--- src/fetch_pkg.sv ---
package fetch_pkg;

  // data and address width
  parameter int XLEN = 32;

  // instruction width
  parameter int ILEN = 32;

  // bus carries word addresses only
  parameter int WADR_W = XLEN - 2;

  // cache line fill machine
  typedef enum logic [1:0] {
    fetch_idle,
    fetch_arb,
    fetch_read,
    fetch_done
  } fetch_state_t;

  // vector table fetch machine
  typedef enum logic [1:0] {
    vec_idle,
    vec_arb,
    vec_read,
    vec_done
  } vec_state_t;

  // load/store port
  typedef enum logic [1:0] {
    port_idle,
    port_arb,
    port_wait
  } port_state_t;

endpackage

--- src/bus_arbiter.sv ---
`timescale 1ns/10ps

module bus_arbiter (
  input  logic                         clk_i,
  input  logic                         reset_i,
  input  logic                         m0_req_i,
  input  logic                         m0_cyc_i,
  input  logic                         m0_stb_i,
  input  logic                         m0_we_i,
  input  logic [fetch_pkg::WADR_W-1:0] m0_adr_i,
  input  logic [fetch_pkg::XLEN-1:0]   m0_dat_i,
  output logic                         m0_grant_o,
  output logic                         m0_ack_o,
  output logic [fetch_pkg::XLEN-1:0]   m0_dat_o,
  input  logic                         m1_req_i,
  input  logic                         m1_cyc_i,
  input  logic                         m1_stb_i,
  input  logic                         m1_we_i,
  input  logic [fetch_pkg::WADR_W-1:0] m1_adr_i,
  input  logic [fetch_pkg::XLEN-1:0]   m1_dat_i,
  output logic                         m1_grant_o,
  output logic                         m1_ack_o,
  output logic [fetch_pkg::XLEN-1:0]   m1_dat_o,
  output logic                         s_cyc_o,
  output logic                         s_stb_o,
  output logic                         s_we_o,
  output logic [fetch_pkg::WADR_W-1:0] s_adr_o,
  output logic [fetch_pkg::XLEN-1:0]   s_dat_o,
  input  logic                         s_ack_i,
  input  logic [fetch_pkg::XLEN-1:0]   s_dat_i
);

  // one-hot owner, zero while the bus is free
  logic [1:0] owner_q;
  // set when m1 won the last grant
  logic       last_q;
  logic       pick_m1;

  assign pick_m1 = m1_req_i && (!m0_req_i || !last_q);

  always_ff @(posedge clk_i) begin
    if (reset_i) begin
      owner_q <= 2'b00;
      last_q <= 1'b1;
    end else if (owner_q == 2'b00) begin
      if (m0_req_i || m1_req_i) begin
        owner_q <= pick_m1 ? 2'b10 : 2'b01;
        last_q <= pick_m1;
      end
    end else if ((owner_q[0] && !m0_req_i) || (owner_q[1] && !m1_req_i)) begin
      owner_q <= 2'b00;
    end
  end

  assign m0_grant_o = owner_q[0];
  assign m1_grant_o = owner_q[1];
  assign m0_ack_o = owner_q[0] && s_ack_i;
  assign m1_ack_o = owner_q[1] && s_ack_i;
  assign m0_dat_o = owner_q[0] ? s_dat_i : '0;
  assign m1_dat_o = owner_q[1] ? s_dat_i : '0;

  assign s_cyc_o = owner_q[1] ? m1_cyc_i : (owner_q[0] && m0_cyc_i);
  assign s_stb_o = owner_q[1] ? m1_stb_i : (owner_q[0] && m0_stb_i);
  assign s_we_o = owner_q[1] ? m1_we_i : (owner_q[0] && m0_we_i);
  assign s_adr_o = owner_q[1] ? m1_adr_i : m0_adr_i;
  assign s_dat_o = owner_q[1] ? m1_dat_i : m0_dat_i;

endmodule

--- config.mk ---
export PLATFORM = sky130hd
export DESIGN_NAME = bus_arbiter
export DESIGN_NICKNAME = d
export VERILOG_FILES = /design/src/fetch_pkg.sv /design/src/bus_arbiter.sv
export SDC_FILE = /design/constraint.sdc
export NUM_CORES = 1
export LEC_CHECK = 0
export BUFFER_PORTS_ARGS = -buffer_cell sky130_fd_sc_hd__buf_4
export CAP_MARGIN = 40
export CORE_AREA = 2 2 116 118
export DETAILED_ROUTE_END_ITERATION = 16
export DIE_AREA = 0 0 118 120
export SLEW_MARGIN = 10
export SYNTH_ARGS = -nofsm -noshare
export SYNTH_HDL_FRONTEND = slang
export SYNTH_SLANG_ARGS = --single-unit
export TNS_END_PERCENT = 10
--- constraint.sdc ---
create_clock -name clk_i -period 1.7 [get_ports clk_i]
set_clock_uncertainty 0.05 [all_clocks]
set_input_delay 0.34 -clock clk_i [delete_from_list [all_inputs] [get_ports clk_i]]
set_output_delay 0.34 -clock clk_i [all_outputs]
set_load 0.005 [all_outputs]
-- Word-level counts from Yosys, hierarchy flattened
Cells that the tools add are included.
- bits in registers: 3
- latch bits: 0
- memory bits (writable): 0
- ROM bits: 0
- bits of input ports: 167
- word-level logic and storage cells: 32
- memories kept: 0
- add/subtract/negate cells: 0
- multipliers: 0
- divide/modulo/power cells: 0
- $lt $le $gt $ge: 0
- eq/ne operators: 1
- shift-type cells: 0
- mux-type cells: 11
- bitwise logic cells: 0
- reduce and logical (&&, ||, !) cells: 18
- operator list (kind ; number):
    two-way mux 32 bit ; 3
    two-way mux 30 bit ; 1
    logical AND 1 bit ; 8
    two-way mux 2 bit ; 4
    AND reduction 2 bit ; 2
    logical NOT 1 bit ; 3
    logical OR 1 bit ; 3
    two-way mux 1 bit ; 3
    logical NOT 2 bit ; 1
    != test 2 x 1 -> 1 bit (second input constant) ; 1
    nonzero test 2 bit ; 1

-- Logic depth before layout (Yosys ltp)
Gate-level depths: netlist of the first run.
- depth after elaboration: 6
- mapped depth: 4
- mapped depth without buffers: 3

-- Worst setup path before layout of the first run
No wires, ideal clock.
- kind: reg-to-output
- start: reg owner_q[1]
- end: out s_adr_o[14] (netlist bit)
- arrival: 1.009 ns
- setup slack: 0.301 ns
- stages on the path, launching flop included: 4
- buffers on the path: 2
- path through: dfxtp_1 buf_4 buf_6 mux2_4
- cells in the longest elaborated chain, start to end: 1
- ends and longest elaborated chain (what ; RTL line ; text):
    start: declaration ; bus_arbiter.sv:34 ; logic [1:0] owner_q;
    start signal: assignment ; bus_arbiter.sv:47 ; owner_q <= pick_m1 ? 2'b10 : 2'b01;
    two-way mux 30 bit ; bus_arbiter.sv:65 ; assign s_adr_o = owner_q[1] ? m1_adr_i : m0_adr_i;
    end: declaration ; bus_arbiter.sv:27 ; output logic [fetch_pkg::WADR_W-1:0] s_adr_o,
Every way passes these cells.

-- Worst setup path in the final report of the first run
- start: reg owner_q[1]
- end: out s_adr_o[25] (netlist bit)
Same word-level chain as after synthesis.

==> impl_metrics.ini, run 1 <==
[status]
status = finished with violations
violations = negative setup slack

[timing]
fin_ws_ns = -0.0129
tightestPinTransition_ns = 0.294
period_needed_ns = 1.71
drv_slew = 0
maxSlewHeadroom = 0.804
hold_viol = 0
rsz0062_at_grt = yes
clock.fmax_ghz = 0.584
setup_viol = 11
min_period_over_period = 1.01
setup_tns_ns = -0.0697

[detailed_routing]
route.met3.wl_um = 858
top_layer_used = met4
drtIter0Drc = 26
met1_length_um = 2990
dr_total_vias = 2377
vias_per_cell = 3.73
antenna_left = 0
wl_per_cell_um = 13.3
firstDrtPassIters = 2
dr_wl_met2_um = 4580
drc = 0
totalWireLength_um = 8450

[final_layout]
multi_input_comb_area_mm2 = 0.00141
fillCellCount = 1324
syn2layout_area_growth_pct = 188
seqCellArea_um2 = 63.8
final_area_mm2 = 0.00439
layout-drive-gt1-share = 0.824
diodes = 0
nets = 629

[logic_synthesis]
syn-instance-count = 160
ys_seq_elements = 3
yosysWarnings = 0
synth_nets = 327
avgSynthCellArea_um2 = 9.52
ys_seq_area_frac = 0.0394
syn_area_mm2 = 0.00152
synthDistinctLibCells = 19

[cts]
root_buffer = clkbuf_16
path_clk_slew_ns = 0.03
cts_made_buffers = 3
clk_latency_ns = 0.22
clk_path_buf_depth = 2
cts_tree = built
cts.sinks = 3
h-tree-depth = 1

[power]
irDropWorstVdd_v = 0.000325
powerDensity_mw_per_mm2 = 350
power_leakage_nw = 2.33

[global_routing]
antenna_found_initial = 0
grt_pass1_wl_um = 12600
overflow = 0
grtUsageTotal = 0.108
grt_max_degree = 35
grt_pass1_vias = 2460

[worst_setup_path]
critical_path.max_stage_delay_ns = 0.42
crit_slowest_cell = dfxtp_4
end_kind = primary output
cp_max_fo = 24
start_kind = flip-flop
path_cells = buf_12 -> mux2_4 -> buf_6
crit_arrival_ns = 1.32
crit_required_ns = 1.31
path_class = flip-flop to primary output

[floorplanning]
die_w_um = 118
num_rows = 42
io_pins = 300
core_mm2 = 0.0130
fp.dieH_um = 120
start_util = 0.117
dieArea_mm2 = 0.0142

[placement]
placed_area_mm2 = 0.00397
dp_slack_ns = 0.128
portBuffers = 299
hpwl_um = 6770
gp_congestion = 0.795

[job]
maxCapViolCount = 0

[worst_hold_path]
hp-class = primary input to flip-flop
==> worst max-delay path, delay by kind of cell, from the launching register on <==
| kind | cells | cell delay (ns) |
|---|---|---|
| muxes | 1 | 0.33 |
| buffers and inverters | 2 | 0.33 |
| DFF | 1 | 0.42 |
==> kinds of logic (layout without fill, tap and decap cells) <==
logic type,count (synthesis),count (layout),share of synthesized area
AOI/OAI and AO/OA,8,8,0.0378
DFF,3,3,0.0394
muxes,62,62,0.557
and+or+nand+nor,72,72,0.299
buffers and inverters,15,316,0.0666
==> synthesized netlist by cell type <==
master,n,share of area
buf_2,2,0.0066
nor3b_1,1,0.0049
nor2b_1,2,0.0082
nor3b_2,1,0.0082
mux2_1,3,0.022
and3_1,1,0.0041
mux2_4,40,0.39
a22o_1,3,0.017
nor2_1,1,0.0025
mux2_2,19,0.14
a2bb2oi_1,1,0.0058
and2_1,66,0.27
clkbuf_2,1,0.0033
clkbuf_1,6,0.015
buf_6,5,0.037
buf_4,1,0.0049
a21oi_1,3,0.0099
dfxtp_1,3,0.039
o21bai_1,1,0.0049
==> sequential cells by signal, summed over array words and instances, names as in the netlist <==
name / flops
owner_q: 2
last_q: 1
==> stage by stage <==
step / power, W / cells / util / hold slack [ns]
4_1_cts: 0.00154 / 637 / 0.337 / 0.237
6_report: 0.00153 / 637 / 0.338 / 0.238
2_1_floorplan: 0.000419 / 160 / - / 0.360
3_5_place_dp: 0.00104 / 626 / 0.306 / 0.468
3_3_place_gp: 0.00103 / 626 / 0.306 / 0.466
5_1_grt: 0.00162 / 637 / 0.338 / 0.244
==> what timing repair did <==
item | in CTS | in global routing
gates cloned | 2 | 0
resized for setup | 54 | 13
endpoints found under the setup margin | 55 | 86
pin swaps | 0 | 0
buffers inserted | 5 | 1
hold buffers | 0 | 0
==> cell usage in the layout, fill, tap and decap left out, drive strengths merged <==
| cell | instances |
|---|---|
| a21oi | 3 |
| a22o | 3 |
| a2bb2oi | 1 |
| and2 | 66 |
| and3 | 1 |
| buf | 312 |
| clkbuf | 4 |
| dfxtp | 3 |
| mux2 | 62 |
| nor2 | 1 |
| nor2b | 2 |
| nor3b | 2 |
| o21bai | 1 |
==> worst paths after layout <==
kind	from	end	slack (ns)	depth (start not counted)
worst max-delay path	owner_q[1]$_SDFFE_PP0P_	s_adr_o[25]	-0.01	3
worst min-delay path	reset_i	owner_q[1]$_SDFFE_PP0P_	0.24	2
worst max register to register	owner_q[1]$_SDFFE_PP0P_	last_q$_SDFFE_PP1P_	0.48	5
worst min register to register	last_q$_SDFFE_PP1P_	last_q$_SDFFE_PP1P_	0.50	2
==> layout make-up <==
cell class / instances / share of cell area
timing repair buffer: 312 / 0.596
sequential: 3 / 0.0145
clock buffer: 4 / 0.0179
tap: 176 / 0.0501
multi-input combinational: 142 / 0.322
==> per-layer routing <==
metal	track usage	vias to the layer above
met5	0	-
met4	0.00979	0
met3	0.0257	2
met2	0.212	169
met1	0.121	1059
li1	-	1147
==> power breakdown <==
group          switching, W  internal (W)  leakage [nW]
Clock             0.0000619      0.000309        0.0382
Sequential        0.0000115     0.0000758        0.0255
Combinational      0.000315      0.000761          2.27
(Power assumes the default switching activity.)
==> run 2: changes to the inputs <==
- clock period: 1.7 -> 1.9 ns (I/O delays scaled with it)
==> impl_metrics.ini, run 2 (synthesis gave the netlist of run 1 again) <==
[worst_setup_path]
crit_required_ns = 1.47
path_cells = buf_12 -> mux2_4 -> buf_6
path_buf_inv = 2
cp_max_fo = 28
r2r_cells = 4
end_kind = primary output
crit_family = flip-flops
crit_arrival_ns = 1.37
path_class = flip-flop to primary output
critical_path.max_stage_delay_ns = 0.43
crit_slowest_cell = dfxtp_4
critical_path_depth = 3
start_kind = flip-flop

[global_routing]
grtUsageTotal = 0.0999
grt_pass1_wl_um = 11700
antenna_found_initial = 0
grt_max_degree = 41
overflow = 0
grt_pass1_vias = 2388

[placement]
gp_congestion = 0.814
portBuffers = 299
dp_slack_ns = 0.221
hpwl_um = 6960

[job]
maxCapViolCount = 0

[cts]
cts_tree = built
clk_path_buf_depth = 2
holdBufCountCts = 0
cts.sinks = 3
clk_latency_ns = 0.22
cts_made_buffers = 3
path_clk_slew_ns = 0.03
root_buffer = clkbuf_16
h-tree-depth = 1

[timing]
drv_slew = 0
min_period_over_period = 0.949
setup_viol = 0
rsz0062_at_grt = no
tightestPinTransition_ns = 0.358
clock.fmax_ghz = 0.555
fin_ws_ns = 0.0973
period_needed_ns = 1.80
hold_viol = 0
maxSlewHeadroom = 0.761

[final_layout]
layout_commonest_cell = buf_4
layout_common_cells = 301 x buf_4, 66 x and2_1, 40 x mux2_4
syn2layout_area_growth_pct = 169
largest_registers = owner_q (2), last_q (1)
nets = 626
largest_reg_flops = 2
fillCellCount = 1352
layout-drive-gt1-share = 0.814
top_register = owner_q
diodes = 0
finish.utilization = 0.316

[power]
power.share.clock = 0.260
switching_power_w = 0.000320
irDropWorstVdd_v = 0.000659
p_int_w = 0.000950
sw_frac_of_total = 0.252
power_leakage_nw = 2.20
powerDensity_mw_per_mm2 = 310
seqPwrFrac = 0.062
power_frac_comb = 0.678

[worst_hold_path]
hold_depth = 2
hp-class = primary input to flip-flop

[detailed_routing]
totalWireLength_um = 7940
drc = 0
firstDrtPassIters = 2
dr_total_vias = 2361
drtIter0Drc = 26
antenna_left = 0
wl_per_cell_um = 12.5
vias_per_cell = 3.72

[floorplanning]
num_rows = 42
core_mm2 = 0.0130
fp.dieH_um = 120
die_w_um = 118
io_pins = 300
start_util = 0.117
dieArea_mm2 = 0.0142

[status]
status = finished clean
run 2: changes by cell type in the layout (fill, tap and decap cells not counted), sizes merged:
cell	change
buf	-3
run 2: area by class of cell:
cell class	count	area (um^2)	area share
sequential	3	63.8	0.0156
clock buffer	4	78.8	0.0192
tap	176	220	0.0537
timing repair buffer	309	2380	0.579
multi-input combinational	142	1360	0.332
run 2: worst paths after layout:
| path | from | to | slack, ns |
|---|---|---|---|
| max | owner_q[1]$_SDFFE_PP0P_ | s_adr_o[20] | 0.1 |
| min | reset_i | owner_q[1]$_SDFFE_PP0P_ | 0.28 |
| max reg2reg | owner_q[0]$_SDFFE_PP0P_ | last_q$_SDFFE_PP1P_ | 0.65 |
| min reg2reg | last_q$_SDFFE_PP1P_ | last_q$_SDFFE_PP1P_ | 0.50 |
run 2: repair_timing:
action	in CTS	in global routing
hold endpoints to repair	0	0
pin swaps	0	0
setup buffers	0	3
endpoints found under the setup margin	8	42
resized for setup	5	0
gates cloned	0	0
run 2: metrics by stage:
stage	cell area (um^2)	cells	TNS (ns)	hold slack [ns]	total power [W]
floorplan	1520	160	0	0.400	0.000375
global placement	3980	627	0	0.464	0.000925
detailed placement	3980	627	0	0.501	0.000940
CTS	4080	631	-0.0356	0.280	0.00128
global route	4100	634	0	0.285	0.00134
finish	4100	634	0	0.282	0.00127
run 2: power by group through the flow:
| stage | Combinational (W) | Clock, W | Sequential, W |
|---|---|---|---|
| 3_5_place_dp | 0.000856 | 0 | 0.0000831 |
| 3_3_place_gp | 0.000843 | 0 | 0.0000823 |
| 2_1_floorplan | 0.000303 | 0 | 0.0000722 |
| 6_report | 0.000860 | 0.000330 | 0.0000789 |
| 4_1_cts | 0.000866 | 0.000337 | 0.0000823 |
| 5_1_grt | 0.000919 | 0.000342 | 0.0000804 |
run 2: worst reg2reg max path, cell delays in order, from the launching register on:
cell      delay [ns]
dfxtp_1         0.52
buf_12          0.22
nor2_1          0.08
and3_1          0.18
o21bai_1        0.12
run 2: metal layers:
| metal | global-route usage | part of all wire | vias up |
|---|---|---|---|
| met3 | 0.0242 | 0.097 | 2 |
| met1 | 0.104 | 0.35 | 1045 |
| met2 | 0.206 | 0.55 | 171 |
| met5 | 0 | 0 | - |
| met4 | 0.00979 | 0.0024 | 0 |
| li1 | - | - | 1143 |
