## src/fetch_pkg.sv

```systemverilog
package fetch_pkg;

  // data and address width
  parameter int XLEN = 32;

  // instruction width
  parameter int ILEN = 32;

  // bus carries word addresses only
  parameter int WADR_W = XLEN - 2;

  // cache line fill machine
  typedef enum logic [1:0] {
    fetch_idle,
    fetch_arb,
    fetch_read,
    fetch_done
  } fetch_state_t;

  // vector table fetch machine
  typedef enum logic [1:0] {
    vec_idle,
    vec_arb,
    vec_read,
    vec_done
  } vec_state_t;

  // load/store port
  typedef enum logic [1:0] {
    port_idle,
    port_arb,
    port_wait
  } port_state_t;

endpackage

```

## src/inst_cache.sv

```systemverilog
`timescale 1ns/10ps

module inst_cache #(
  parameter int CACHE_LEN = 6,
  parameter int LINE_LEN = 3,
  parameter logic [fetch_pkg::XLEN-1:0] VTABLE_ADDRESS = 32'h100
) (
  input  logic                         clk_i,
  input  logic                         reset_i,
  input  logic                         advance_i,
  input  logic                         interrupt_i,
  input  logic [fetch_pkg::XLEN-1:0]   addr_i,
  input  logic [fetch_pkg::XLEN-1:0]   vtable_offset_i,
  output logic                         busy_o,
  output logic                         vtable_pc_valid_o,
  output logic [fetch_pkg::ILEN-1:0]   instruction_o,
  output logic [fetch_pkg::XLEN-1:0]   vtable_pc_o,
  output logic                         bus_req_o,
  input  logic                         bus_grant_i,
  output logic                         wb_cyc_o,
  output logic                         wb_stb_o,
  output logic [fetch_pkg::WADR_W-1:0] wb_adr_o,
  input  logic [fetch_pkg::XLEN-1:0]   wb_dat_i,
  input  logic                         wb_ack_i
);

  import fetch_pkg::*;

  localparam int LINE_W = CACHE_LEN - LINE_LEN;
  localparam int LINES = 2 ** LINE_W;
  localparam int TAG_W = WADR_W - LINE_LEN;

  // tags, valid bits and the word storage
  logic [TAG_W-1:0]  tag_q [LINES];
  logic [LINES-1:0]  valid_q;
  logic [ILEN-1:0]   data_mem [2**CACHE_LEN];
  logic [LINE_W-1:0] victim_q;

  logic [TAG_W-1:0]  lookup_tag;
  logic              hit;
  logic [LINE_W-1:0] hit_line;

  fetch_state_t        fill_state_q;
  logic [TAG_W-1:0]    fill_tag_q;
  logic [LINE_LEN-1:0] word_idx_q;
  logic                fill_active;

  vec_state_t        vec_state_q;
  logic [WADR_W-1:0] vec_adr_q;
  logic              vec_active;
  logic              vec_seen_q;
  logic              irq_pend_q;

  logic accept;
  logic vec_start;
  logic miss_start;
  logic fill_beat;
  logic vec_beat;

  assign lookup_tag = addr_i[XLEN-1:LINE_LEN+2];

  // fully associative match over all lines
  always_comb begin
    hit = 1'b0;
    hit_line = '0;
    for (int i = 0; i < LINES; i++) begin
      if (valid_q[i] && (tag_q[i] == lookup_tag)) begin
        hit = 1'b1;
        hit_line = LINE_W'(i);
      end
    end
  end

  assign busy_o = (fill_state_q != fetch_idle) || (vec_state_q != vec_idle);
  assign accept = advance_i && !busy_o;
  // first advance after reset or after an interrupt goes to the vector table
  assign vec_start = accept && (!vec_seen_q || irq_pend_q);
  assign miss_start = accept && !vec_start && !hit;

  assign fill_active = (fill_state_q == fetch_arb) || (fill_state_q == fetch_read);
  assign vec_active = (vec_state_q == vec_arb) || (vec_state_q == vec_read);
  assign fill_beat = (fill_state_q == fetch_read) && wb_ack_i;
  assign vec_beat = (vec_state_q == vec_read) && wb_ack_i;

  // only one machine runs at a time, so the bus outputs are a plain mux
  assign bus_req_o = fill_active || vec_active;
  assign wb_cyc_o = (fill_state_q == fetch_read) || (vec_state_q == vec_read);
  assign wb_stb_o = wb_cyc_o;
  assign wb_adr_o = fill_active ? {fill_tag_q, word_idx_q} : vec_adr_q;

  // registered read port
  always_ff @(posedge clk_i) begin
    if (accept) begin
      instruction_o <= data_mem[{hit_line, addr_i[LINE_LEN+1:2]}];
    end
  end

  // line data and tag written during the fill
  always_ff @(posedge clk_i) begin
    if (miss_start) begin
      fill_tag_q <= lookup_tag;
    end
    if (fill_beat) begin
      data_mem[{victim_q, word_idx_q}] <= wb_dat_i;
    end
    if (fill_state_q == fetch_done) begin
      tag_q[victim_q] <= fill_tag_q;
    end
  end

  always_ff @(posedge clk_i) begin
    if (reset_i) begin
      fill_state_q <= fetch_idle;
      word_idx_q <= '0;
      victim_q <= '0;
      valid_q <= '0;
    end else begin
      case (fill_state_q)
        fetch_idle: begin
          if (miss_start) begin
            word_idx_q <= '0;
            fill_state_q <= fetch_arb;
          end
        end
        fetch_arb: begin
          if (bus_grant_i) begin
            fill_state_q <= fetch_read;
          end
        end
        fetch_read: begin
          // words arrive in order, last one ends the burst
          if (wb_ack_i) begin
            word_idx_q <= word_idx_q + 1'b1;
            if (&word_idx_q) begin
              fill_state_q <= fetch_done;
            end
          end
        end
        fetch_done: begin
          valid_q[victim_q] <= 1'b1;
          victim_q <= victim_q + 1'b1;
          fill_state_q <= fetch_idle;
        end
        default: fill_state_q <= fetch_idle;
      endcase
    end
  end

  always_ff @(posedge clk_i) begin
    if (vec_start) begin
      vec_adr_q <= VTABLE_ADDRESS[XLEN-1:2] + vtable_offset_i[XLEN-1:2];
    end
    if (vec_beat) begin
      vtable_pc_o <= wb_dat_i;
    end
  end

  always_ff @(posedge clk_i) begin
    if (reset_i) begin
      vec_state_q <= vec_idle;
      vec_seen_q <= 1'b0;
      irq_pend_q <= 1'b0;
      vtable_pc_valid_o <= 1'b0;
    end else begin
      vtable_pc_valid_o <= 1'b0;
      // sticky until the next vector fetch starts
      if (interrupt_i) begin
        irq_pend_q <= 1'b1;
      end else if (vec_start) begin
        irq_pend_q <= 1'b0;
      end
      case (vec_state_q)
        vec_idle: begin
          if (vec_start) begin
            vec_seen_q <= 1'b1;
            vec_state_q <= vec_arb;
          end
        end
        vec_arb: begin
          if (bus_grant_i) begin
            vec_state_q <= vec_read;
          end
        end
        vec_read: begin
          if (wb_ack_i) begin
            vtable_pc_valid_o <= 1'b1;
            vec_state_q <= vec_done;
          end
        end
        default: vec_state_q <= vec_idle;
      endcase
    end
  end

endmodule

```

## config.mk

```make
export PLATFORM = sky130hd
export DESIGN_NAME = inst_cache
export DESIGN_NICKNAME = d
export VERILOG_FILES = /design/src/fetch_pkg.sv /design/src/inst_cache.sv
export SDC_FILE = /design/constraint.sdc
export NUM_CORES = 2
export LEC_CHECK = 0
export BUFFER_PORTS_ARGS = -buffer_cell sky130_fd_sc_hd__clkbuf_2
export CAP_MARGIN = 0
export CORE_MARGIN = 5
export CORE_UTILIZATION = 65
export CTS_CLUSTER_DIAMETER = 200
export CTS_CLUSTER_SIZE = 8
export DETAILED_ROUTE_END_ITERATION = 10
export PLACE_DENSITY = 0.88
export SYNTH_ARGS = -nofsm -noshare
export SYNTH_HDL_FRONTEND = slang
export SYNTH_SLANG_ARGS = --single-unit
```

## constraint.sdc

```tcl
create_clock -name clk_i -period 10.45 [get_ports clk_i]
set_input_delay 1.045 -clock clk_i [delete_from_list [all_inputs] [get_ports clk_i]]
set_output_delay 1.045 -clock clk_i [all_outputs]
set_load 0.02 [all_outputs]
```

# [Yosys cells after proc, flatten, opt, wreduce, memory -nomap -nowiden]
# Memories as Yosys holds them, arrays and structs flattened. A register that Yosys moved wholly into a read port is not among the register bits.
# Cells that the tools add are included.
# W data, S select, Z words.
[classes] addsub=3 order_cmp=2 eq_ne=20 n_mux=36 n_bitwise=2 n_reduce_logical=37
[op_table] cell="$eq A27 B27 Y1" n=8
[op_table] cell="$add A7 B30 Y30 const A" n=1
[op_table] cell="$mux W30" n=1
[op_table] cell="$mux W3" n=8
[op_table] cell="$mux W1" n=17
[op_table] cell="$logic_and A1 B1 Y1" n=15
[op_table] cell="$mux W2" n=6
[op_table] cell="$ne A2 B2 Y1 const B" n=6
[op_table] cell="$reduce_and A3 Y1" n=3
[op_table] cell="$or A8 B8 Y8" n=1
[op_table] cell="$pmux W2 S4" n=1
[op_table] cell="$reduce_bool A2 Y1" n=4
[op_table] cell="$add A3 B1 Y3 const B" n=2
[op_table] cell="$eq A2 B2 Y1 const B" n=3
[op_table] cell="$logic_or A1 B1 Y1" n=6
[op_table] cell="$pmux W2 S3" n=1
[op_table] cell="$pmux W3 S2" n=1
[op_table] cell="$eq A2 B1 Y1 const B" n=2
[op_table] cell="$logic_not A1 Y1" n=4
[op_table] cell="$logic_not A2 Y1" n=2
[op_table] cell="$lt A3 B4 Y1 const B" n=1
[op_table] cell="$reduce_and A4 Y1" n=1
[op_table] cell="$demux W1 S3" n=1
[op_table] cell="$ge A3 B1 Y1 const B" n=1
[op_table] cell="4 further kinds" n=4
[totals] ff_bits=110 mem_bits_rw=2264 in_bits=102 out_inout_bits=99 elab_cells=113 n_memories=2
[mem_list] name="data_mem" depth=64 word_bits=32 read_ports=1 rd_clocked_by_memory_dff=1 wr=1 line_no="inst_cache.sv:36" source="logic [ILEN-1:0] data_mem [2**CACHE_LEN];"
[mem_list] name="tag_q" depth=8 word_bits=27 read_ports=8 rd_clocked_by_memory_dff=0 wr=1 line_no="inst_cache.sv:34" source="logic [TAG_W-1:0] tag_q [LINES];"

# [Depth between registers and ports, before layout]
# An unclocked memory read counts as a cell.
[depth] word_depth=15 mapped_depth=12 ltp_nobuf=9

# [Worst setup path after synthesis]
# OpenSTA, ideal clock, no wires.
[synth_timing] path_kind="input -> register" from="input port advance_i" to="register fill_state_q[1]" setup_time_ns=0.072 arrival_ns=4.880 setup_slack_ns=5.499 stages=7 n_path_buf=0 cell_sequence="nand3_1 -> inv_1 -> nand4_1 -> nor3_1 -> nor2b_1 -> a211oi_1 -> mux2i_1"
[synth_between] elab_chain_len=7
[synth_lines] item="from (decl)" line_no="inst_cache.sv:10" source="input logic advance_i,"
[synth_lines] item="$logic_and A1 B1 Y1 *" line_no="inst_cache.sv:75" source="assign accept = advance_i && !busy_o;"
[synth_lines] item="net accept" line_no="inst_cache.sv:54" source="logic accept;"
[synth_lines] item="$logic_and A1 B1 Y1" line_no="inst_cache.sv:77" source="assign vec_start = accept && (!vec_seen_q || irq_pend_q);"
[synth_lines] item="$logic_not A1 Y1" line_no="inst_cache.sv:78" source="assign miss_start = accept && !vec_start && !hit;"
[synth_lines] item="$logic_and A1 B1 Y1 * (2 in a row)" line_no="inst_cache.sv:78"
[synth_lines] item="net miss_start" line_no="inst_cache.sv:56" source="logic miss_start;"
[synth_lines] item="$ne A2 B2 Y1 (no source line) *"
[synth_lines] item="$reduce_and A4 Y1 (no source line) *"
[synth_lines] item="to (signal assigned)" line_no="inst_cache.sv:113" source="fill_state_q <= fetch_idle;"
[synth_lines] item="to (signal assigned)" line_no="inst_cache.sv:122" source="fill_state_q <= fetch_arb;"
[synth_lines] item="to (signal assigned)" line_no="inst_cache.sv:127" source="fill_state_q <= fetch_read;"
[synth_lines] item="to (decl)" line_no="inst_cache.sv:43" source="fetch_state_t fill_state_q;"
# Mark *: on every way through the listed nets, which the timed path passes. The rest lies on a longest branch.
# A chain may end at the register's enable or synchronous reset.

# [Final worst setup path]
[layout_timing] from="input port addr_i[22] (netlist bit)" to="register instruction_o[25] (netlist bit), read port of data_mem, data pin"
[layout_between] elab_chain_len=9
[layout_lines] item="from (decl)" line_no="inst_cache.sv:12" source="input logic [fetch_pkg::XLEN-1:0] addr_i,"
[layout_lines] item="$eq A27 B27 Y1" line_no="inst_cache.sv:67" source="if (valid_q[i] && (tag_q[i] == lookup_tag)) begin"
[layout_lines] item="$logic_and A1 B1 Y1" line_no="inst_cache.sv:67"
[layout_lines] item="$mux W1" line_no="inst_cache.sv:67"
[layout_lines] item="$mux W3 (5 in a row)" line_no="inst_cache.sv:67"
[layout_lines] item="$mux W3 *" line_no="inst_cache.sv:67"
[layout_lines] item="to (decl)" line_no="inst_cache.sv:16" source="output logic [fetch_pkg::ILEN-1:0] instruction_o,"
# Every way passes the cells marked *; elsewhere a longest branch is shown, timed or not.

==> impl_results.md <==
* Outcome: complete, no violations
* Setup crit end kind: flop
* Vias at 53900
* Power per cell area at about 210 nW/um^2
* Postcts setup bufs at 0
* Buffers on Ports at ~200
* Core Region at between 100000 and 150000 um^2
* Commonest cells after routing, fill and taps aside: edfxtp_1 (2385), mux4_2 (512), clkbuf_16 (355)
* HPWL after detailed placement at 135 mm
* Crit path DAT at 6.39 ns
* Async set-reset flop share out of synthesis at 0
* DRC at 0
* Post_cts resized at 0
* Yosys reg bits at between 2000 and 2500
* DIE AREA at 153000 um^2
* Setup repair after global routing missed its margin: false
* Vias in the first global route at roughly 54000
* Pre-antenna DRT Iters at 6
* Crit-path max FO at 128
* Final wirelength at between 200 and 300 mm
* CP startpoint kind: primary input
* Worst Setup Path Type: in -> reg
* Leakage Power at about 34 nW
* # hold bufs at CTS at 0
* Max Clock Freq at 0.175 GHz
* Final worst clock skew at roughly 0.091 ns
* First-pass GRT wire length at 416 mm
* Largest net degree at the start of global routing at 150
* H-Tree Depth at 5
* Final setup TNS at 0 ns
* Nets at approximately 5000
* Syn Area/Cell at 21.0 um^2
* Row count at between 100 and 150
* Worst path cell trace: clkbuf_2 -> xor2_1 -> nor4_1 -> nand3_1 -> nor4_1 -> o211ai_1 -> buf_12 -> nand4_1 -> nand3_1 -> nor3_1 -> nor2_1
* Synth cell types at 49
* Worst hold slack at around 0.27 ns
* Min Tclk post-route at 5.73 ns
* Final Wtd Congestion at between 0.8 and 0.9
* Worst Path Required at 11.11 ns
* Antenna violations before repair at 15
* CTS tree: yes
* Mapped cell area at approximately 94000 um^2
* Post-synth EDFFs at ~2400
* Fill cells at roughly 6800
* Max stage delay on crit path at between 1 and 1.5 ns
* Total clock sinks at 2406
* Die width at between 300 and 400 um
* Fraction of layout cells with a size suffix above 1 at 0.287
* Most common cell after layout, fill and taps aside: edfxtp_1
* Worst-Skew Late Latency at between 0.9 and 1 ns
* Initial Util at 0.655
* Synth Flop Type: edfxtp_1
* Maximum VDD drop at 283 uV
* Initial DRC count at between 10000 and 15000
* Crit-path slowest cell: nor4_1
* Total track usage at 0.394
* Root buffer cell: clkbuf_16
* Slew Limit Fails at 0
* Vias per cell at ~7.9
* Final Hold Viols at 0
* Syn Nets at ~4600
* Grt total ovfl at 0
* Worst hold path type: in -> reg
* Maxcap violations at 0
* Area grow syn2layout at 13.4%
* Total I/O pin count at ~200
* Syn Inst Count at around 4500
* Clock-pin slew on the worst setup and hold paths at roughly 0.050 ns
* Synth warn at 0
* Register area share after synthesis at 0.764
* Die H at roughly 390 um
* Maximum root-to-sink buffer count at 4
* Final setup violation count at 0
* Total CTS buffers at 350
* Normalized max-slew margin at 0.0864
* Slew of the pin with the lowest slew margin at around 1.4 ns
* Wire per inst at 43.5 um
* Period utilization at 0.548
* Final ANT Viol Nets at 0
-- area by class of cell --
class                   instances  area, um^2  area share
flip-flops and latches       2406       72000       0.673
multi-input cells            1821       21600       0.202
clock buffers                 407        9090      0.0849
well taps                    1903        2380      0.0222
repair buffers                288        1790      0.0167
clock inverters                 6        63.8    0.000596
inverters                       9        33.8    0.000316
diodes                          4        10.0   0.0000935
-- logic make-up (layout without fill, tap and decap cells) --
family,after synthesis,in the layout,share of synthesized area
mux,801,801,0.155
flops,2406,2406,0.764
buf+inv,270,710,0.0130
other cells,0,4,0
xor+xnor,240,240,0.0226
fa+ha+maj,12,12,0.00159
simple gates,742,742,0.0423
compound gates,26,26,0.00207
-- synth_stat cells (all sizes together), types with 3 or more instances --
library cell / n / share of area
mux4: 512 / 0.12
nand3: 88 / 0.0047
ha: 12 / 0.0016
xor2: 110 / 0.010
nor2b: 10 / 0.00066
nand4bb: 5 / 0.00060
and3: 10 / 0.00066
nor3: 194 / 0.010
a21oi: 8 / 0.00042
o21ai: 5 / 0.00027
nand4: 188 / 0.012
dfxtp: 21 / 0.0045
and2: 7 / 0.00052
inv: 9 / 0.00036
xnor2: 130 / 0.012
o211ai: 3 / 0.00029
mux2i: 131 / 0.014
mux2: 158 / 0.019
nand2b: 5 / 0.00033
nand2: 26 / 0.0010
o21ba: 4 / 0.00042
nor4b: 12 / 0.0011
or4: 6 / 0.00048
nor2: 129 / 0.0051
buf: 130 / 0.0074
edfxtp: 2385 / 0.76
clkbuf: 131 / 0.0052
or2: 3 / 0.00020
nor4: 48 / 0.0032
-- routing by layer --
layer | vias up | global-route usage | part of all wire
met5 | - | 0 | 0.00033
met4 | 14 | 0.270 | 0.091
met3 | 1443 | 0.126 | 0.16
met2 | 6633 | 0.594 | 0.46
met1 | 26500 | 0.496 | 0.29
li1 | 19300 | - | -
-- power breakdown --
group          internal, mW  switching [mW]  leakage, nW  total (mW)
Clock                  6.01            4.09         4.47        10.1
Sequential             10.8           0.111         21.6        10.9
Combinational         0.463           0.962         7.85        1.43
Total                  17.3            5.16         34.0        22.4
-- stage by stage --
stage          instances  worst slack, ns  utilization  area, um^2  power [mW]
2_1_floorplan       4497             5.50            -       94400        11.8
3_3_place_gp        6427             5.02        0.680       97900        12.3
3_5_place_dp        6427             4.86        0.680       97900        12.4
4_1_cts             6840             5.57        0.743      107000        22.3
5_1_grt             6840             5.02        0.743      107000        22.8
6_report            6844             4.72        0.743      107000        22.4
-- state kept, by name, indices dropped and copies added (netlist names) --
name               cells
vec_adr_q             30
vec_state_q            2
valid_q                8
tag_q                216
vtable_pc_o           32
data_mem            2048
instruction_o         32
vtable_pc_valid_o      1
word_idx_q             3
fill_tag_q            27
victim_q               3
vec_seen_q             1
irq_pend_q             1
fill_state_q           2
-- critical path: cells and delay by family --
family | cells | cell delay, ns
buffers and inverters | 2 | 0.97
xor gates and xnor gates | 1 | 0.26
AOI/OAI and AO/OA | 1 | 0.76
and+or+nand+nor | 7 | 3.26
-- final timing paths --
path	start	slack [ns]	endpoint	cells past startpoint
setup reg to reg	tag_q[3][17]$_DFFE_PP_	4.93	instruction_o[25]$_DFFE_PP_	10
hold / removal	vtable_offset_i[4]	0.27	vec_adr_q[2]$_DFFE_PP_	1
setup / recovery	addr_i[22]	4.72	instruction_o[25]$_DFFE_PP_	11
hold reg to reg	valid_q[6]$_SDFFE_PP0P_	0.50	valid_q[6]$_SDFFE_PP0P_	2
Note: power is estimated with default switching activity, not from simulation.
