==> src/fetch_pkg.sv <==
package fetch_pkg;

  // data and address width
  parameter int XLEN = 32;

  // instruction width
  parameter int ILEN = 32;

  // bus carries word addresses only
  parameter int WADR_W = XLEN - 2;

  // cache line fill machine
  typedef enum logic [1:0] {
    fetch_idle,
    fetch_arb,
    fetch_read,
    fetch_done
  } fetch_state_t;

  // vector table fetch machine
  typedef enum logic [1:0] {
    vec_idle,
    vec_arb,
    vec_read,
    vec_done
  } vec_state_t;

  // load/store port
  typedef enum logic [1:0] {
    port_idle,
    port_arb,
    port_wait
  } port_state_t;

endpackage

==> src/data_port.sv <==
`timescale 1ns/10ps

module data_port (
  input  logic                         clk_i,
  input  logic                         reset_i,
  input  logic                         req_valid_i,
  input  logic                         req_we_i,
  input  logic [fetch_pkg::XLEN-1:0]   req_addr_i,
  input  logic [fetch_pkg::XLEN-1:0]   req_wdata_i,
  output logic                         req_ready_o,
  output logic                         resp_valid_o,
  output logic [fetch_pkg::XLEN-1:0]   resp_rdata_o,
  output logic                         bus_req_o,
  input  logic                         bus_grant_i,
  output logic                         wb_cyc_o,
  output logic                         wb_stb_o,
  output logic                         wb_we_o,
  output logic [fetch_pkg::WADR_W-1:0] wb_adr_o,
  output logic [fetch_pkg::XLEN-1:0]   wb_dat_o,
  input  logic [fetch_pkg::XLEN-1:0]   wb_dat_i,
  input  logic                         wb_ack_i
);

  import fetch_pkg::*;

  port_state_t state_q;
  logic        we_q;

  assign req_ready_o = (state_q == port_idle);
  assign bus_req_o = (state_q != port_idle);
  // single beat, cycle and strobe together
  assign wb_cyc_o = (state_q == port_wait);
  assign wb_stb_o = wb_cyc_o;
  assign wb_we_o = we_q;

  // request payload, held until the response
  always_ff @(posedge clk_i) begin
    if (req_valid_i && req_ready_o) begin
      we_q <= req_we_i;
      wb_adr_o <= req_addr_i[XLEN-1:2];
      wb_dat_o <= req_wdata_i;
    end
    if (wb_cyc_o && wb_ack_i && !we_q) begin
      resp_rdata_o <= wb_dat_i;
    end
  end

  always_ff @(posedge clk_i) begin
    if (reset_i) begin
      state_q <= port_idle;
      resp_valid_o <= 1'b0;
    end else begin
      resp_valid_o <= 1'b0;
      case (state_q)
        port_idle: if (req_valid_i) state_q <= port_arb;
        port_arb:  if (bus_grant_i) state_q <= port_wait;
        port_wait: begin
          if (wb_ack_i) begin
            resp_valid_o <= 1'b1;
            state_q <= port_idle;
          end
        end
        default: state_q <= port_idle;
      endcase
    end
  end

endmodule

==> config.mk <==
export PLATFORM = sky130hd
export DESIGN_NAME = data_port
export DESIGN_NICKNAME = d
export VERILOG_FILES = /design/src/fetch_pkg.sv /design/src/data_port.sv
export SDC_FILE = /design/constraint.sdc
export NUM_CORES = 1
export LEC_CHECK = 0
export BUFFER_PORTS_ARGS = -buffer_cell sky130_fd_sc_hd__buf_2
export CAP_MARGIN = 10
export CORE_MARGIN = 1
export CORE_UTILIZATION = 28
export DETAILED_ROUTE_END_ITERATION = 6
export REMOVE_ABC_BUFFERS = 1
export SLEW_MARGIN = 25
export SYNTH_ARGS = -nofsm -noshare
export SYNTH_HDL_FRONTEND = slang
export SYNTH_SLANG_ARGS = --single-unit
export TNS_END_PERCENT = 30
==> constraint.sdc <==
create_clock -name clk_i -period 2.6 [get_ports clk_i]
set_input_delay 0.52 -clock clk_i [delete_from_list [all_inputs] [get_ports clk_i]]
set_output_delay 0.52 -clock clk_i [all_outputs]
set_load 0.1 [all_outputs]
# Word-level counts from Yosys, hierarchy flattened
# Cells that the tools add are included.
op_classes:
  bitwise: 1
  reduce_logical: 8
  muxes: 5
  eq_ne: 5
ops:
  columns: ["op", "n"]
  rows:
  - ["$mux 2", 3]
  - ["$pmux 2 s3", 1]
  - ["$ne 2x2->1 const B", 2]
  - ["$logic_and 1x1->1", 3]
  - ["$reduce_and 3->1", 1]
  - ["$eq 2x1->1 const B", 1]
  - ["$eq 2x2->1 const B", 1]
  - ["$logic_not 2->1", 1]
  - ["$ne 2x1->1 const B", 1]
  - ["$reduce_bool 2->1", 1]
  - ["$reduce_or 2->1", 1]
  - ["$logic_not 1->1", 1]
  - ["$mux 1", 1]
  - ["$not 1->1", 1]
word_totals:
  elab_cells: 25
  regBits: 98
  output_inout_bits: 100

# Longest topological paths before layout
# Gate-level depths: netlist of the first run.
depth:
  ltp_word: 3
  ltp_mapped: 3
  depth_no_buf: 3

# Worst setup path before layout of the first run
# OpenSTA, ideal clock, no wires.
synth_path:
  kind: "register -> register"
  start: "register state_q[1]"
  end: "register wb_adr_o[0] (netlist bit) (enable)"
  path_buffers: 0
  slack_ns: -0.867
  t_arrival_ns: 3.040
  path_stages_with_launch: 4
  required_ns: 2.173
  synth_period_minus_slack_ns: 3.467
  setup_time_ns: 0.427
  path_cell_list: "dfxtp_1 > or2_1 > inv_2 > and2_1"
synth_between:
  elab_chain_len: 2
synth_lines:
  columns: ["item", "line_no", "rtl"]
  rows:
  - ["from (decl)", "data_port.sv:26", "port_state_t state_q;"]
  - ["from (signal assigned)", "data_port.sv:50", "state_q <= port_idle;"]
  - ["from (signal assigned)", "data_port.sv:55", "port_idle: if (req_valid_i) state_q <= port_arb;"]
  - ["from (signal assigned)", "data_port.sv:56", "port_arb: if (bus_grant_i) state_q <= port_wait;"]
  - ["$logic_not 2->1", "data_port.sv:29", "assign req_ready_o = (state_q == port_idle);"]
  - ["net req_ready_o", "data_port.sv:10", "output logic req_ready_o,"]
  - ["$logic_and 1x1->1", "data_port.sv:38", "if (req_valid_i && req_ready_o) begin"]
  - ["to (signal assigned)", "data_port.sv:40", "wb_adr_o <= req_addr_i[XLEN-1:2];"]
  - ["to (decl)", "data_port.sv:18", "output logic [fetch_pkg::WADR_W-1:0] wb_adr_o,"]
# The timed path passes the listed nets, and every way through them passes these cells.
# A chain may end at the register's enable or synchronous reset.

# Worst setup path after layout of the first run
layout_path:
  start: "register state_q[1]"
  end: "output port req_ready_o"
layout_between:
  elab_chain_len: 1
layout_lines:
  columns: ["item", "line_no"]
  rows:
  - ["$logic_not 2->1", "data_port.sv:29"]
  - ["to (decl)", "data_port.sv:10"]
# Every way passes these cells.

==> key figures, run 1 <==
Timing
  – Worst-Margin Slew: 0.513 ns
  – Final Hold Viols: 0
  – Setup TNS: 0 ns
  – RSZ-0062 raised after global routing: false
  – Worst Skew: 0.0157 ns
  – Tmin final: 1.95 ns
  – F_max: 0.513 GHz
  – Slew margin rel.: 0.660
  – Pins Over Slew Limit: 0
  – Final period util: 0.749
  – Final setup violation count: 0

Routing
  – Avg WL per Cell: 14.9 um
  – Vias/cell: 4.01
  – Via Count: 1,860
  – Post-route DRC: 0
  – Starting DRC count in detailed routing: 57
  – Detail Route Antenna Nets: 0
  – TritonRoute pass-1 iters: 4
  – Final WL: 6.91 mm

Synth
  – Synth unique cells: 13
  – Share of the synthesized area in the top cell type: 0.951
  – Avg Cell Area, Syn: 26.8 um^2
  – Synth Register Bits: 98
  – Cell count after synthesis: 112
  – Mapped cell area: 3000 um^2
  – Syn. warnings: 0
  – Area contributors post-synth: edfxtp_1, dfxtp_1, nand3b_1, nand2b_1, or3b_1
  – Yosys top cell by area: edfxtp_1
  – Post-synthesis sequential area ratio: 0.971

Clocking
  – TritonCTS Sinks: 98
  – Htree depth: 3
  – Worst-skew pair later-pin latency: 0.35 ns
  – Worst-path clk slew: 0.11 ns
  – CTS tree: built
  – Longest Clk Path Bufs: 2
  – Post-cts resize count: 0
  – Post-CTS Setup Inserts: 0
  – CTS Root Cell: clkbuf_8
  – CTS Buf Count: 9
  – Post-CTS Hold Buffers: 0

Critical path
  – Slowest cell on crit path: buf_2
  – WS Path Type: flip-flop to output pin
  – Crit. End Element: output pin
  – Max incr delay on CP: 0.41 ns
  – Worst-path maximum fanout: 6
  – Worst EP required: 2.08 ns
  – Crit-path cells: or2_1 > inv_2 > buf_2
  – Critical path startpoint category: flip-flop
  – CP Data Arrival Time: 1.43 ns

Floorplanning
  – Die H: 105 um
  – Horiz. Die Dim: 105 um
  – Core Box Area: 10,400 um^2
  – Starting density of the core: 0.289
  – IO Count: 202
  – Core Rows: 37
  – Total Die Area: 11,100 um^2

Pwr
  – Max rail drop VDD: 0.279 mV
  – Pwr per Cell Area: 802 nW/um^2
  – Lkg Pwr: 1.84 nW

Run status
  – Outcome: completed

GRT
  – Largest net degree at the start of global routing: 64
  – Initial antenna violation count: 0
  – Vias in the first global route: 1,875
  – GR Overflow Total: 0
  – Total GRT Usage: 0.125
  – First-pass GRT wire length: 10.0 mm

Final layout
  – Final nets: 425
  – Fin cells: 464
  – FILL cells: 1,001
  – Layout Area Growth over Synthesis: 45.8%
  – Share of post-route cells with drive strength above 1: 0.668
  – Diodes inserted: 0
  – End-of-flow core utilization: 0.422

Placed design
  – RD Place Congestion: 0.681
  – Inst Count DP: 448
  – Dpl hpwl: 5.15 mm
  – IO buf count: 199

Min path
  – Hold WC Path Type: input port to flip-flop

Job
  – Max-cap violations: 0
==> logic make-up after synthesis <==
family	synth area share
buffers and inverters	0.00375
flip-flops	0.971
AO/OA/AOI/OAI	0.00417
AND/OR/NAND/NOR	0.0209
==> sequential cells by signal, indices dropped and copies added, names as in the netlist <==
| name | flops |
|---|---|
| wb_we_o | 1 |
| resp_rdata_o | 32 |
| wb_dat_o | 32 |
| wb_adr_o | 30 |
| resp_valid_o | 1 |
| state_q | 2 |
==> stage by stage <==
step / area (um^2) / hold slack (ns) / power [W] / worst slack [ns]
floorplan: 2990 / 0.448 / 0.00245 / -0.911
global placement: 4190 / 0.478 / 0.00260 / 1.03
detailed placement: 4190 / 0.490 / 0.00261 / 1.03
CTS: 4370 / 0.307 / 0.00357 / 0.618
global route: 4370 / 0.292 / 0.00364 / 0.563
finish: 4370 / 0.334 / 0.00351 / 0.652
==> cells in the mapped netlist <==
cell and n:
a211oi_1 1, a21oi_1 1, and2_1 1, buf_4 1
dfxtp_1 3, edfxtp_1 95, inv_2 1, nand2b_1 2
nand3b_1 2, nor2_1 2, nor2b_1 1, or2_1 1
or3b_1 1
==> power by group <==
| group | internal [W] | leakage, nW | switching (W) |
|---|---|---|---|
| sequential | 0.00182 | 0.916 | 0.0000195 |
| clock | 0.000371 | 0.0913 | 0.000567 |
| combinational | 0.000108 | 0.829 | 0.000620 |
| total | 0.00230 | 1.84 | 0.00121 |
==> layout make-up <==
class                   instances  area (um^2)  share of cell area
inverters                       1         3.75            0.000858
clock inverters                 6         56.3              0.0129
repair buffers                201         1020               0.234
well taps                     136          170              0.0389
flip-flops and latches         98         2910               0.666
clock buffers                  10          128              0.0292
multi-input cells              12         78.8              0.0180
==> critical path: cells and delay by family (launching register included) <==
family | cells | cell delay, ns
flip-flops | 1 | 0.35
buffers and inverters | 2 | 0.46
AND/OR/NAND/NOR | 1 | 0.25
==> metal layers <==
| layer | vias to the layer above | track usage | share of wire |
|---|---|---|---|
| met2 | 110 | 0.210 | 0.50 |
| met4 | 0 | 0.0476 | 0.012 |
| met3 | 5 | 0.0513 | 0.095 |
| met1 | 884 | 0.141 | 0.39 |
| met5 | - | 0 | 0 |
| li1 | 861 | - | - |
==> final timing paths <==
check | from | end | slack (ns) | cells past startpoint
setup / recovery | state_q[1] | req_ready_o | 0.65 | 3
hold / removal | wb_dat_i[9] | resp_rdata_o[9] | 0.33 | 1
setup reg to reg | state_q[1] | wb_adr_o[27] | 1.12 | 4
hold reg to reg | state_q[1] | state_q[0] | 0.51 | 1
==> layout by cell type, fill, tap and decap left out, types with 2 or more instances in the layout <==
master      n
edfxtp_1   95
buf_2     199
clkbuf_8    9
dfxtp_1     3
inv_6       2
nand3b_1    2
nand2b_1    2
inv_8       2
No activity file was read; power rests on OpenSTA's default activity.
==> run 2, diff against run 1 <==
- clock period: 2.6 -> 2 ns (I/O delays scaled with it)
==> run 2 against run 1 <==
Compared with the run above:
- count of clock-buffer cells in the layout unchanged
- wire length increased by 0.43%
- cell count unchanged
- critical path type unchanged
- largest power group unchanged
==> key figures, run 2 (synthesized netlist as in run 1, its figures left out) <==
Final layout
  – Biggest regs: resp_rdata_o: 32 flops, wb_dat_o: 32 flops, wb_adr_o: 30 flops
  – Fin cells: 464
  – Final nets: 425
  – Commonest non-fill, non-tap cell in the layout: buf_2
  – Share of post-route cells with drive strength above 1: 0.668
  – Most frequent cells in the layout: buf_2, edfxtp_1, clkbuf_8
  – Layout Area Growth over Synthesis: 45.8%
  – Diodes inserted: 0

Critical path
  – Crit. End Element: output pin
  – Crit Reg-Reg Startpoint: state_q[0]
  – CP Data Arrival Time: 1.44 ns
  – Worst-path maximum fanout: 7
  – Flop-to-flop setup slack: 0.48 ns
  – Worst R2R Path Depth: 4
  – WS Path Type: flip-flop to output pin
  – Worst EP required: 1.60 ns
  – Critical path startpoint category: flip-flop
  – Worst Setup SP: state_q[0]

Pwr
  – Lkg Pwr: 1.83 nW
  – Final Total Pwr: 0.00455 W
  – Pwr per Cell Area: 1040 nW/um^2
  – Max rail drop VDD: 0.308 mV

Timing
  – Final period util: 0.918
  – Slew margin rel.: 0.660
  – Worst hold slack: 0.207 ns
  – Pins Over Slew Limit: 0
  – F_max: 0.544 GHz
  – Final Hold Viols: 0
  – Worst Skew: 0.0158 ns
  – Tmin final: 1.84 ns
  – Worst-Margin Slew: 0.513 ns
  – RSZ-0062 raised after global routing: false
  – Final setup violation count: 0

Routing
  – Starting DRC count in detailed routing: 50
  – Vias/cell: 4.05
  – Detail Route Antenna Nets: 0
  – Avg WL per Cell: 15.0 um
  – Final WL: 6.94 mm
  – Post-route DRC: 0
  – TritonRoute pass-1 iters: 4
  – Via Count: 1,877

GRT
  – Largest net degree at the start of global routing: 64
  – GR Overflow Total: 0
  – Total GRT Usage: 0.125
  – First-pass GRT wire length: 10.1 mm
  – GR met1 Demand/Resource: 0.136
  – Initial antenna violation count: 0
  – Vias in the first global route: 1,901
  – Met2 Use GR: 0.215
  – Most used routing layer: met2
  – Met3 Resource Use GR: 0.0433

Clocking
  – Longest Clk Path Bufs: 2
  – TritonCTS Sinks: 98
  – CTS Root Cell: clkbuf_8
  – Post-CTS Setup Inserts: 0
  – Worst-path clk slew: 0.11 ns
  – Post-cts resize count: 0
  – Post-CTS Hold Buffers: 0
  – CTS Buf Count: 9
  – CTS tree: built
  – Worst-skew pair later-pin latency: 0.36 ns
  – Htree depth: 3

Floorplanning
  – IO Count: 202
  – Total Die Area: 11,100 um^2
  – Horiz. Die Dim: 105 um
  – Starting density of the core: 0.289
  – Core Rows: 37
  – Core Box Area: 10,400 um^2
  – Die H: 105 um

Min path
  – Hold path depth: 1
  – Hold WC Path Type: input port to flip-flop
  – Hold path startpoint: req_wdata_i[12]

Placed design
  – Inst Count DP: 448
  – Dpl hpwl: 5.24 mm
  – IO buf count: 199
  – RD Place Congestion: 0.703

Job
  – Max-cap violations: 0

Run status
  – Outcome: completed
## run 2: critical path, stage by stage (launching register included)
cell and delay [ns]:
dfxtp_1 0.37, or2_1 0.24, inv_2 0.06, buf_2 0.41
## run 2: worst paths after layout
kind                        to
setup / recovery   req_ready_o
hold / removal    wb_dat_o[12]
setup reg to reg  wb_adr_o[24]
hold reg to reg     state_q[0]
## run 2: layer usage
metal,up-vias,part of all wire
li1,862,-
met1,895,0.38
met2,112,0.51
met3,8,0.091
met4,0,0.015
met5,-,0
## run 2: metrics by stage
step	instance area (um^2)	worst slack [ns]	setup TNS, ns	util
after detailed placement	4190	0.523	0	0.404
after floorplan	2990	-1.47	-118.31	-
after global placement	4190	0.540	0	0.404
after CTS	4370	0.132	0	0.422
after global routing	4370	0.0630	0	0.422
final	4370	0.163	0	0.422
## run 2: layout make-up
class / count / area (um^2)
multi-input combinational: 12 / 78.8
sequential: 98 / 2910
clock buffer: 10 / 128
clock inverter: 6 / 55.1
timing repair buffer: 201 / 1020
tap: 136 / 170
inverter: 1 / 3.75
fill: 971 / 6000
## run 2: report_power, final
group | switching (W) | leakage [nW] | internal [W]
registers | 0.0000258 | 0.916 | 0.00237
logic | 0.000806 | 0.829 | 0.000141
clock network | 0.000728 | 0.0873 | 0.000480
total | 0.00156 | 1.83 | 0.00299
==> run 3, diff against run 2 <==
- REMOVE_ABC_BUFFERS: 1 -> not set
==> run 3 against run 2 <==
Compared with the run above:
- sequential share of layout area decreased by 1.5 points
- setup slack lost 0.024 ns
- count of clock-buffer cells in the layout is 1 lower
- sequential cell count unchanged
- highest routed layer unchanged
- clock skew is 0.0016 ns lower
- wire length decreased by 8.5%
- sequential power barely moved
- combinational power rose by 1%
==> key figures, run 3 (synthesized netlist as in run 1, its figures left out) <==
Critical path
  – Crit Reg-Reg Startpoint: state_q[0]
  – Slowest cell on crit path: buf_2
  – Crit-path cells: or2_4 > inv_6 > buf_2
  – Top delay family on crit path: buffers and inverters
  – Worst R2R Path Depth: 4
  – Worst-path maximum fanout: 7
  – Critical path startpoint category: flip-flop
  – WP buf/inv: 2
  – CP Data Arrival Time: 1.46 ns
  – Max incr delay on CP: 0.41 ns
  – Flop-to-flop setup slack: 0.45 ns
  – Worst path depth: 3
  – Worst EP required: 1.60 ns
  – R2r endpoint: wb_adr_o[5]
  – Crit. End Element: output pin
  – WS Path Type: flip-flop to output pin

Routing
  – TritonRoute pass-1 iters: 4
  – Via Count: 1,875
  – DR top layer: met4
  – Final WL: 6.35 mm
  – Vias/cell: 4.01
  – Detail Route Antenna Nets: 0
  – WL met3: 952 um
  – Met2 wire len: 2.77 mm
  – Avg WL per Cell: 13.6 um
  – Starting DRC count in detailed routing: 70
  – WL met1: 2.46 mm
  – Post-route DRC: 0

Synth
  – Syn_nets: 214

Final layout
  – End-of-flow core utilization: 0.431
  – Share of post-route cells with drive strength above 1: 0.677
  – Layout Area Growth over Synthesis: 49.0%
  – Most frequent cells in the layout: buf_2, edfxtp_1, clkbuf_8
  – Commonest non-fill, non-tap cell in the layout: buf_2
  – Biggest regs: resp_rdata_o: 32 flops, wb_dat_o: 32 flops, wb_adr_o: 30 flops
  – Final instance area: 4470 um^2
  – Diodes inserted: 0
  – Final nets: 428

Placed design
  – IO buf count: 199
  – RD Place Congestion: 0.718
  – Cell Area, Placed: 4230 um^2

Timing
  – Final Hold Viols: 0
  – Worst-Margin Slew: 0.507 ns
  – Worst hold slack: 0.215 ns
  – Slew margin rel.: 0.664
  – Final setup violation count: 0
  – Final period util: 0.930
  – Pins Over Slew Limit: 0
  – Worst Skew: 0.0142 ns
  – Tmin final: 1.86 ns
  – F_max: 0.538 GHz
  – RSZ-0062 raised after global routing: false

Floorplanning
  – Die H: 105 um
  – Core Rows: 37
  – IO Count: 202
  – Core Box Area: 10,400 um^2
  – Total Die Area: 11,100 um^2
  – Starting density of the core: 0.289
  – Horiz. Die Dim: 105 um

GRT
  – GR Overflow Total: 0
  – First-pass GRT wire length: 9.43 mm
  – Total GRT Usage: 0.116
  – Vias in the first global route: 1,919
  – Initial antenna violation count: 0
  – Largest net degree at the start of global routing: 33

Clocking
  – CTS Root Cell: clkbuf_8
  – Post-CTS Hold Buffers: 0
  – Worst-path clk slew: 0.09 ns
  – Longest Clk Path Bufs: 2
  – Worst-skew pair later-pin latency: 0.35 ns
  – Htree depth: 3
  – CTS Buf Count: 9
  – Post-CTS Setup Inserts: 0
  – TritonCTS Sinks: 98
  – Post-cts resize count: 0
  – CTS tree: built

Min path
  – Hold path startpoint: req_addr_i[19]
  – Hold path depth: 1
  – Worst hold endpoint: wb_adr_o[17]
  – Hold WC Path Type: input port to flip-flop

Pwr
  – Lkg Pwr: 1.88 nW
  – Max rail drop VDD: 0.470 mV
  – Pwr per Cell Area: 1080 nW/um^2
  – Final Total Pwr: 0.00483 W

Job
  – Max-cap violations: 0

Run status
  – Outcome: completed
## run 3: cell count changes in the layout (fill, tap and decap cells not counted), sizes merged
cell    before  now
inv          5    1
buf        201  204
bufinv       0    3
clkinv       0    2
clkbuf      10    9
## run 3: worst max-delay path by stage
stage	from	slack (ns)	to
final	state_q[0]	0.14	req_ready_o
after global routing	state_q[0]	0.06	req_ready_o
after CTS	state_q[0]	0.11	req_ready_o
after detailed placement	state_q[0]	0.44	wb_dat_o[25]
after global placement	state_q[0]	0.47	wb_dat_o[16]
after floorplan	state_q[1]	-0.07	wb_stb_o
## run 3: power breakdown
group          switching (W)  internal (W)
combinational       0.000809      0.000151
clock               0.000649      0.000828
sequential         0.0000267       0.00237
## run 3: area by class of cell
type | instances | area [um^2]
clock buffer | 9 | 124
clock inverter | 7 | 118
fill | 988 | 5900
inverter | 1 | 8.76
multi-input combinational | 12 | 90.1
sequential | 98 | 2910
tap | 136 | 170
timing repair buffer | 204 | 1050
## run 3: stage by stage
step / setup WS [ns] / TNS, ns / std cells
4_1_cts: 0.109 / 0 / 467
5_1_grt: 0.0568 / 0 / 467
3_3_place_gp: 0.467 / 0 / 451
2_1_floorplan: -0.0670 / -0.0670 / 112
6_report: 0.140 / 0 / 467
3_5_place_dp: 0.441 / 0 / 451
## run 3: per-layer routing
layer / track usage / vias up
met1: 0.121 / 841
met4: 0.0784 / 0
met5: 0 / -
li1: - / 867
met3: 0.0594 / 13
met2: 0.184 / 154
